<file path="src/audio_pkg.sv">
`default_nettype none

package audio_pkg;

   localparam int PHASE_WIDTH = 20;   // Phase accumulator, one full cycle per wrap
   localparam int TRI_WIDTH   = 16;   // Raw triangle value
   localparam int VOICE_WIDTH = 17;   // Fundamental plus harmonic of one voice
   localparam int MIX_WIDTH   = 18;   // Sum of the three voices

   // Harmonic weight n scales the second harmonic down by n+1 bits
   typedef logic [1:0] weight_t;

   // Signed triangle built from the top phase bits.
   // Zero at phase 0, peak at a quarter turn, trough at three quarters.
   function automatic logic signed [TRI_WIDTH-1:0] triangle_of(
      input logic [PHASE_WIDTH-1:0] phase
   );
      logic [TRI_WIDTH-2:0] ramp;
      logic signed [TRI_WIDTH-1:0] rising;
      logic signed [TRI_WIDTH-1:0] falling;
      ramp    = phase[PHASE_WIDTH-3 -: TRI_WIDTH-1];
      rising  = signed'({1'b0, ramp});
      falling = signed'({1'b0, ~ramp});   // Full scale minus ramp
      case (phase[PHASE_WIDTH-1 -: 2])
         2'd0:    return rising;
         2'd1:    return falling;
         2'd2:    return -rising;
         default: return -falling;
      endcase
   endfunction

endpackage

`default_nettype wire

</file>
<file path="src/music_pkg.sv">
`default_nettype none

package music_pkg;
   import audio_pkg::*;

   localparam int NOTE_WIDTH = 6;   // Note numbers and durations in beats
   localparam logic [NOTE_WIDTH-1:0] REST_NOTE = '0;
   localparam int NOTES_PER_OCTAVE = 12;

   // Phase steps of the lowest octave at 48 kHz sampling, note 1 is A at 55 Hz
   function automatic logic [PHASE_WIDTH-1:0] base_step(input int semitone);
      case (semitone)
         0:       return PHASE_WIDTH'(1201);
         1:       return PHASE_WIDTH'(1273);
         2:       return PHASE_WIDTH'(1349);
         3:       return PHASE_WIDTH'(1429);
         4:       return PHASE_WIDTH'(1514);
         5:       return PHASE_WIDTH'(1604);
         6:       return PHASE_WIDTH'(1699);
         7:       return PHASE_WIDTH'(1800);
         8:       return PHASE_WIDTH'(1907);
         9:       return PHASE_WIDTH'(2021);
         10:      return PHASE_WIDTH'(2141);
         default: return PHASE_WIDTH'(2268);
      endcase
   endfunction

   // Equal-tempered step for each of the 64 note numbers.
   // Every twelve notes up doubles the step.
   function automatic logic [PHASE_WIDTH-1:0] phase_step_for(
      input logic [NOTE_WIDTH-1:0] note
   );
      int index;
      if (note == REST_NOTE)
         return '0;   // Rest holds the phase still
      index = int'(note) - 1;
      return base_step(index % NOTES_PER_OCTAVE) << (index / NOTES_PER_OCTAVE);
   endfunction

endpackage

`default_nettype wire

</file>
<file path="src/beat_generator.sv">
`timescale 1ns/1ns
`default_nettype none

module beat_generator #(
   parameter int BEAT_DIVIDE = 1_000_000   // Clocks per beat
) (
   input  logic clk,
   input  logic reset,
   output logic beat
);

   localparam int COUNT_WIDTH = (BEAT_DIVIDE > 2) ? $clog2(BEAT_DIVIDE) : 1;

   logic [COUNT_WIDTH-1:0] count;

   // Counts down from BEAT_DIVIDE-1, one beat per wrap
   always_ff @(posedge clk) begin
      if (reset) begin
         count <= COUNT_WIDTH'(BEAT_DIVIDE - 1);
         beat  <= 1'b0;
      end else if (count == '0) begin
         count <= COUNT_WIDTH'(BEAT_DIVIDE - 1);   // Reload
         beat  <= 1'b1;
      end else begin
         count <= count - 1'b1;
         beat  <= 1'b0;
      end
   end

   // Beat is a strobe and never spans two clocks
   beat_single_cycle: assert property (
      @(posedge clk) disable iff (reset) beat |=> !beat
   ) else $error("beat held high for two cycles");

endmodule

`default_nettype wire

</file>
<file path="src/note_player.sv">
`timescale 1ns/1ns
`default_nettype none

module note_player
   import music_pkg::*;
   import audio_pkg::*;
(
   input  logic                          clk,
   input  logic                          reset,
   input  logic                          play_enable,
   input  logic                          generate_next_sample,
   input  logic                          load_new_note,
   input  logic                          note_done,
   input  weight_t                       weight,
   input  logic [NOTE_WIDTH-1:0]         note_to_load,
   output logic                          harmonic_ready,
   output logic signed [VOICE_WIDTH-1:0] harmonic_out
);

   logic [PHASE_WIDTH-1:0] phase;
   logic [PHASE_WIDTH-1:0] step;
   logic [PHASE_WIDTH-1:0] next_phase;
   logic signed [TRI_WIDTH-1:0] fundamental;
   logic signed [TRI_WIDTH-1:0] second;
   logic signed [TRI_WIDTH-1:0] second_scaled;
   logic signed [VOICE_WIDTH-1:0] voice_value;
   logic load;
   logic serve;

   assign load = load_new_note && play_enable;
   // A request that lands on the ready pulse is not served
   assign serve = generate_next_sample && !harmonic_ready;
   assign next_phase = phase + step;

   // Fundamental plus second harmonic at twice the phase
   always_comb begin
      fundamental   = triangle_of(next_phase);
      second        = triangle_of({next_phase[PHASE_WIDTH-2:0], 1'b0});
      second_scaled = second >>> (3'(weight) + 3'd1);
      voice_value   = VOICE_WIDTH'(fundamental) + VOICE_WIDTH'(second_scaled);
   end

   always_ff @(posedge clk) begin
      if (load)
         step <= phase_step_for(note_to_load);   // Pitch of the new note
   end

   always_ff @(posedge clk) begin
      if (reset) begin
         phase          <= '0;
         harmonic_out   <= '0;
         harmonic_ready <= 1'b0;
      end else begin
         harmonic_ready <= serve;

         // New note starts at phase zero, a silent voice stays there
         if (load || note_done)
            phase <= '0;
         else if (serve)
            phase <= next_phase;

         if (note_done)
            harmonic_out <= '0;
         else if (serve)
            harmonic_out <= voice_value;
      end
   end

   // A served request gives exactly one ready cycle
   ready_one_cycle: assert property (
      @(posedge clk) disable iff (reset)
      serve |=> harmonic_ready ##1 !harmonic_ready
   ) else $error("harmonic_ready not a single pulse after a request");

endmodule

`default_nettype wire

</file>
<file path="src/harm_chord_player.sv">
`timescale 1ns/1ns
`default_nettype none

module harm_chord_player
   import music_pkg::*;
   import audio_pkg::*;
(
   input  logic                        clk,
   input  logic                        reset,
   input  logic                        play_enable,          // Counts and loads only when high
   input  logic                        load_new_note,        // Strobe with a new note
   input  logic                        activate,             // Next load goes to the window
   input  logic                        beat,
   input  logic                        generate_next_sample, // Codec wants a sample
   input  logic [NOTE_WIDTH-1:0]       note_to_load,
   input  logic [NOTE_WIDTH-1:0]       duration,             // In beats
   input  weight_t                     weight,
   output logic                        note_done,
   output logic                        activate_done,
   output logic                        sample_ready,
   output logic signed [MIX_WIDTH-1:0] final_sample
);

   logic [NOTE_WIDTH-1:0] voice_count [3];
   logic [NOTE_WIDTH-1:0] window_count;   // Chord window timer
   logic [2:0] voice_free;
   logic [2:0] voice_load;
   logic [2:0] voice_ready;
   logic signed [VOICE_WIDTH-1:0] voice_out [3];
   logic window_run;
   logic load_window;

   always_comb begin
      for (int i = 0; i < 3; i++) begin
         voice_free[i] = (voice_count[i] == '0);
      end
   end

   assign window_run  = (window_count != '0);
   assign load_window = load_new_note && activate && !window_run;

   // Lowest free voice takes the new note
   always_comb begin
      voice_load = '0;
      if (load_new_note && !load_window) begin
         if (voice_free[0])
            voice_load[0] = 1'b1;
         else if (voice_free[1])
            voice_load[1] = 1'b1;
         else if (voice_free[2])
            voice_load[2] = 1'b1;   // Otherwise the note is dropped
      end
   end

   // Everything freezes while play_enable is low
   always_ff @(posedge clk) begin
      if (reset) begin
         window_count <= '0;
         for (int i = 0; i < 3; i++) begin
            voice_count[i] <= '0;
         end
      end else if (play_enable) begin
         if (load_window)
            window_count <= duration;
         else if (beat && window_run)
            window_count <= window_count - 1'b1;

         // Voices only age inside a running window
         for (int i = 0; i < 3; i++) begin
            if (voice_load[i])
               voice_count[i] <= duration;
            else if (beat && window_run && !voice_free[i])
               voice_count[i] <= voice_count[i] - 1'b1;
         end
      end
   end

   note_player np1 (
      .clk                  (clk),
      .reset                (reset),
      .play_enable          (play_enable),
      .generate_next_sample (generate_next_sample),
      .load_new_note        (voice_load[0]),
      .note_done            (voice_free[0]),
      .weight               (weight),
      .note_to_load         (note_to_load),
      .harmonic_ready       (voice_ready[0]),
      .harmonic_out         (voice_out[0])
   );

   note_player np2 (
      .clk                  (clk),
      .reset                (reset),
      .play_enable          (play_enable),
      .generate_next_sample (generate_next_sample),
      .load_new_note        (voice_load[1]),
      .note_done            (voice_free[1]),
      .weight               (weight),
      .note_to_load         (note_to_load),
      .harmonic_ready       (voice_ready[1]),
      .harmonic_out         (voice_out[1])
   );

   note_player np3 (
      .clk                  (clk),
      .reset                (reset),
      .play_enable          (play_enable),
      .generate_next_sample (generate_next_sample),
      .load_new_note        (voice_load[2]),
      .note_done            (voice_free[2]),
      .weight               (weight),
      .note_to_load         (note_to_load),
      .harmonic_ready       (voice_ready[2]),
      .harmonic_out         (voice_out[2])
   );

   // Mix of the three registered voice samples
   assign final_sample = MIX_WIDTH'(voice_out[0]) + MIX_WIDTH'(voice_out[1])
                       + MIX_WIDTH'(voice_out[2]);
   assign sample_ready  = |voice_ready;
   assign activate_done = !window_run;
   assign note_done     = |voice_free || !window_run;

   voice_load_onehot: assert property (
      @(posedge clk) disable iff (reset) $onehot0(voice_load)
   ) else $error("more than one voice loaded in a cycle");

endmodule

`default_nettype wire

</file>
<file path="src/chord_synth_top.sv">
`timescale 1ns/1ns
`default_nettype none

module chord_synth_top
   import music_pkg::*;
   import audio_pkg::*;
#(
   parameter int BEAT_DIVIDE = 1_000_000   // 48 Hz beat from a 48 MHz clock
) (
   input  logic                        clk,
   input  logic                        reset,
   input  logic                        play_enable,
   input  logic [NOTE_WIDTH-1:0]       note_to_load,
   input  logic [NOTE_WIDTH-1:0]       duration,
   input  logic                        load_new_note,
   input  logic                        activate,
   input  logic                        generate_next_sample,
   input  weight_t                     weight,
   output logic signed [MIX_WIDTH-1:0] final_sample,
   output logic                        sample_ready,
   output logic                        note_done,
   output logic                        activate_done
);

   logic beat;

   beat_generator #(
      .BEAT_DIVIDE (BEAT_DIVIDE)
   ) beat_gen (
      .clk   (clk),
      .reset (reset),
      .beat  (beat)
   );

   harm_chord_player chord_player (
      .clk                  (clk),
      .reset                (reset),
      .play_enable          (play_enable),
      .load_new_note        (load_new_note),
      .activate             (activate),
      .beat                 (beat),
      .generate_next_sample (generate_next_sample),
      .note_to_load         (note_to_load),
      .duration             (duration),
      .weight               (weight),
      .note_done            (note_done),
      .activate_done        (activate_done),
      .sample_ready         (sample_ready),
      .final_sample         (final_sample)
   );

endmodule

`default_nettype wire

</file>
<file path="config.mk">
export PLATFORM = sky130hd
export DESIGN_NAME = chord_synth_top
export DESIGN_NICKNAME = d
export VERILOG_FILES = /design/src/audio_pkg.sv /design/src/music_pkg.sv /design/src/beat_generator.sv /design/src/note_player.sv /design/src/harm_chord_player.sv /design/src/chord_synth_top.sv
export SDC_FILE = /design/constraint.sdc
export NUM_CORES = 1
export LEC_CHECK = 0
export BUFFER_PORTS_ARGS = -buffer_cell sky130_fd_sc_hd__clkbuf_2
export CAP_MARGIN = 5
export CORE_UTILIZATION = 35
export DETAILED_ROUTE_END_ITERATION = 8
export GPL_TIMING_DRIVEN = 0
export SLEW_MARGIN = 10
export SYNTH_ARGS = -nofsm -noshare
export SYNTH_HDL_FRONTEND = slang
export SYNTH_SLANG_ARGS = --single-unit
</file>
<file path="constraint.sdc">
create_clock -name clk -period 10.64 [get_ports clk]
set_input_delay 1.064 -clock clk [delete_from_list [all_inputs] [get_ports clk]]
set_output_delay 1.064 -clock clk [all_outputs]
set_load 0.03 [all_outputs]
</file>
==> results_dict.tcl <==
set metrics [dict create \
    async_reset_ff_share_pct 0 \
    io_buffers 37 \
    slowest_stage "xnor2_1" \
    cp_data_required_time_ns 11.07 \
    fin_nets 3002 \
    ir_worst_vdd_v 0.0001250 \
    synth_edf_count 78 \
    slowest_delay_ns 0.58 \
    core_area_um2 60250 \
    seq_area_frac_synth_pct 24.26 \
    leakagePower_nw 9.204 \
    netlist_area_um2 21290 \
    stdcell_area_um2 23450 \
    skew_ns 0.01171 \
    via_per_inst 5.709 \
    fin_cells 3612 \
    layout_common_cells "nand2_1, a21oi_1, nor2_1" \
    drt_drc_violations_left 0 \
    drt_wl_total_mm 69.92 \
    grt_pass1_vias 18940 \
    num_vias 20620 \
    synthToLayoutAreaGrowth_pct 10.14 \
    crit_fanout 10 \
    synth_seq_cells 219 \
    die-area_um2 61810 \
    fmax_mhz 139.3 \
    clockBufferDepth 3 \
    synth.distinct_cells 107 \
    cts_tree "built" \
    power_mw 4.881 \
    drt-pass1-iter-count 6 \
    drv_cap 0 \
    slew_violations 0 \
    finalSetupViolations 0 \
    cts-root-buf "clkbuf_16" \
    worst_pin_slew_ns 1.216 \
    yosys.area.top_type "dfxtp_1" \
    hold_buffers 0 \
    yosys.area.top_type_share_pct 13.26 \
    tns_ns 0 \
    wl_per_cell_um 19.36 \
    grt_use_total_pct 21.83 \
    place_congestion 0.9943 \
    setup_ws_ns 3.461 \
    ant_nets 0 \
    insertedDiodeCount 0 \
    synth_xor_area_share_pct 8.423 \
    path_clk_slew_ns 0.06 \
    synth.area.mux_share_pct 4.473 \
    final_common_cell "nand2_1" \
    finalCritPeriodShare_pct 67.48 \
    post_cts_buffers 0 \
    dp_slack_ns 3.591 \
    power.density_nw_per_um2 208.2 \
    ys.warnings.count 0 \
    grt_overflow 0 \
    hold_path_class "reg -> reg" \
    synthSimpleGateAreaFrac_pct 20.95 \
    drtIter0Drc 2047 \
    finalHoldViolCount 0 \
    htreeDepth 1 \
    worstSkewPairLatency_ns 0.57 \
    slew_headroom_pct 17.92 \
    dp.cells 3562 \
    die_w_um 248.6 \
    rsz0062_at_grt "false" \
    status "complete, no violations" \
    critPathLaunchType "flip-flop" \
    grt_antenna_before_repair 1 \
    place_area_um2 22560 \
    ctsResizeCount 0 \
    drive_gt1_share_pct 6.325 \
    synth_area_leaders "dfxtp_1, edfxtp_1, ha_1" \
    numCtsBuffers 27 \
    cts.sinks 219 \
    grt_pass1_wl_mm 109.4 \
    synthAdderAreaFrac_pct 11.02 \
    synth_area_per_cell_um2 7.806 \
    path_class "reg -> reg" \
    rows 90 \
    min_period_ns 7.179 \
    syn_inst 2727 \
    worst-endpoint-arrival_ns 7.61 \
    synth_ff_type "dfxtp_1" \
    end_kind "flip-flop" \
    grt_max_degree 15 \
    synth_top_family_by_area "compound AO/OA/AOI/OAI gates" \
    start_util_pct 35.33 \
    hpwl_mm 54.76 \
    synth_compound_area_share_pct 26.26 \
    die_height_um 248.6 \
    io_pins 41 \
]
## worst max-delay path: cells and delay by family (launching register included)
kind / cells / cell delay [ns]
xor+xnor: 2 / 0.74
buf+inv: 3 / 0.47
fa+ha+maj: 4 / 1.22
simple gates: 10 / 1.85
flops: 1 / 0.36
compound gates: 13 / 2.42
## cells by family (layout without fill, tap and decap cells)
logic type	Yosys count	count (layout)
AOI/OAI and AO/OA	849	849
xor gates and xnor gates	198	198
adders and majority gates	173	173
buffers and inverters	255	347
DFF	219	219
muxes	83	83
other	1	12
and+or+nand+nor	949	949
## path summary, 6_finish.rpt
kind                                          startpoint                                             end  slack [ns]  depth (start not counted)
hold reg to reg             beat_gen.count[0]$_SDFF_PP1_                    beat_gen.count[0]$_SDFF_PP1_        0.40                          1
setup / recovery  chord_player.np2.step[0]$_SDFFCE_PN0P_  chord_player.np2.harmonic_out[14]$_SDFFE_PP0P_        3.46                         32
setup reg to reg  chord_player.np2.step[0]$_SDFFCE_PN0P_  chord_player.np2.harmonic_out[14]$_SDFFE_PP0P_        3.46                         32
hold / removal              beat_gen.count[0]$_SDFF_PP1_                    beat_gen.count[0]$_SDFF_PP1_        0.40                          1
## synth_stat cells (13+ instances only)
master and instances:
nand2_1 313, edfxtp_1 78, o211ai_1 26, nand4_1 18
mux2i_1 58, dfxtp_1 141, a21o_1 49, mux2_2 16
o21a_1 28, nor4_1 19, a221oi_1 15, inv_1 109
a21boi_0 13, clkbuf_1 106, o22ai_1 24, nand2b_1 26
nor2_1 250, nor2b_1 26, o31ai_1 19, nor3_1 88
ha_1 149, or3_1 32, o21ai_1 16, xor2_1 58
and3_1 28, xnor2_1 136, nand3b_1 14, and2_1 22
fa_1 24, a211oi_1 48, a21oi_1 263, nand3_1 64
buf_1 23, a31oi_1 37, o21ai_0 145
## metrics by stage
stage	hold WS, ns	utilization [%]
6_report	0.4011	38.92
3_3_place_gp	0.3858	37.33
5_1_grt	0.4254	38.92
4_1_cts	0.4073	38.92
3_5_place_dp	0.3925	37.44
2_1_floorplan	0.3720	-
## per-layer routing
metal | vias up | wire length [um] | global-route usage, %
met2 | 797 | 30190 | 34.30
met5 | - | 13 | 0
met4 | 2 | 2142 | 6.797
li1 | 10130 | - | -
met1 | 9565 | 32330 | 30.62
met3 | 131 | 5243 | 3.256
## report_power, final
part	switching, mW	internal [mW]
Clock	0.402	0.518
Sequential	0.0935	0.976
Combinational	1.79	1.10
## final cells by class
class / instances / area [um2]
fillers: 6336 / 36800
multi-input cells: 2264 / 15200
flip-flops and latches: 219 / 5165
well taps: 782 / 978.4
clock buffers: 30 / 718.2
plain buffers: 141 / 550.5
inverters: 114 / 427.9
repair buffers: 42 / 237.7
clock inverters: 20 / 170.2
## sequential cells by signal, indices dropped and copies added, names as in the netlist, 6 cells and up
| name | count |
|---|---|
| chord_player.np2.harmonic_out | 17 |
| chord_player.np3.phase | 20 |
| chord_player.np3.harmonic_out | 17 |
| chord_player.np3.step | 20 |
| beat_gen.count | 20 |
| chord_player.np1.phase | 20 |
| chord_player.np1.harmonic_out | 17 |
| chord_player.np2.phase | 20 |
| chord_player.voice_count | 18 |
| chord_player.np1.step | 20 |
| chord_player.window_count | 6 |
| chord_player.np2.step | 20 |
(Power assumes the default switching activity.)
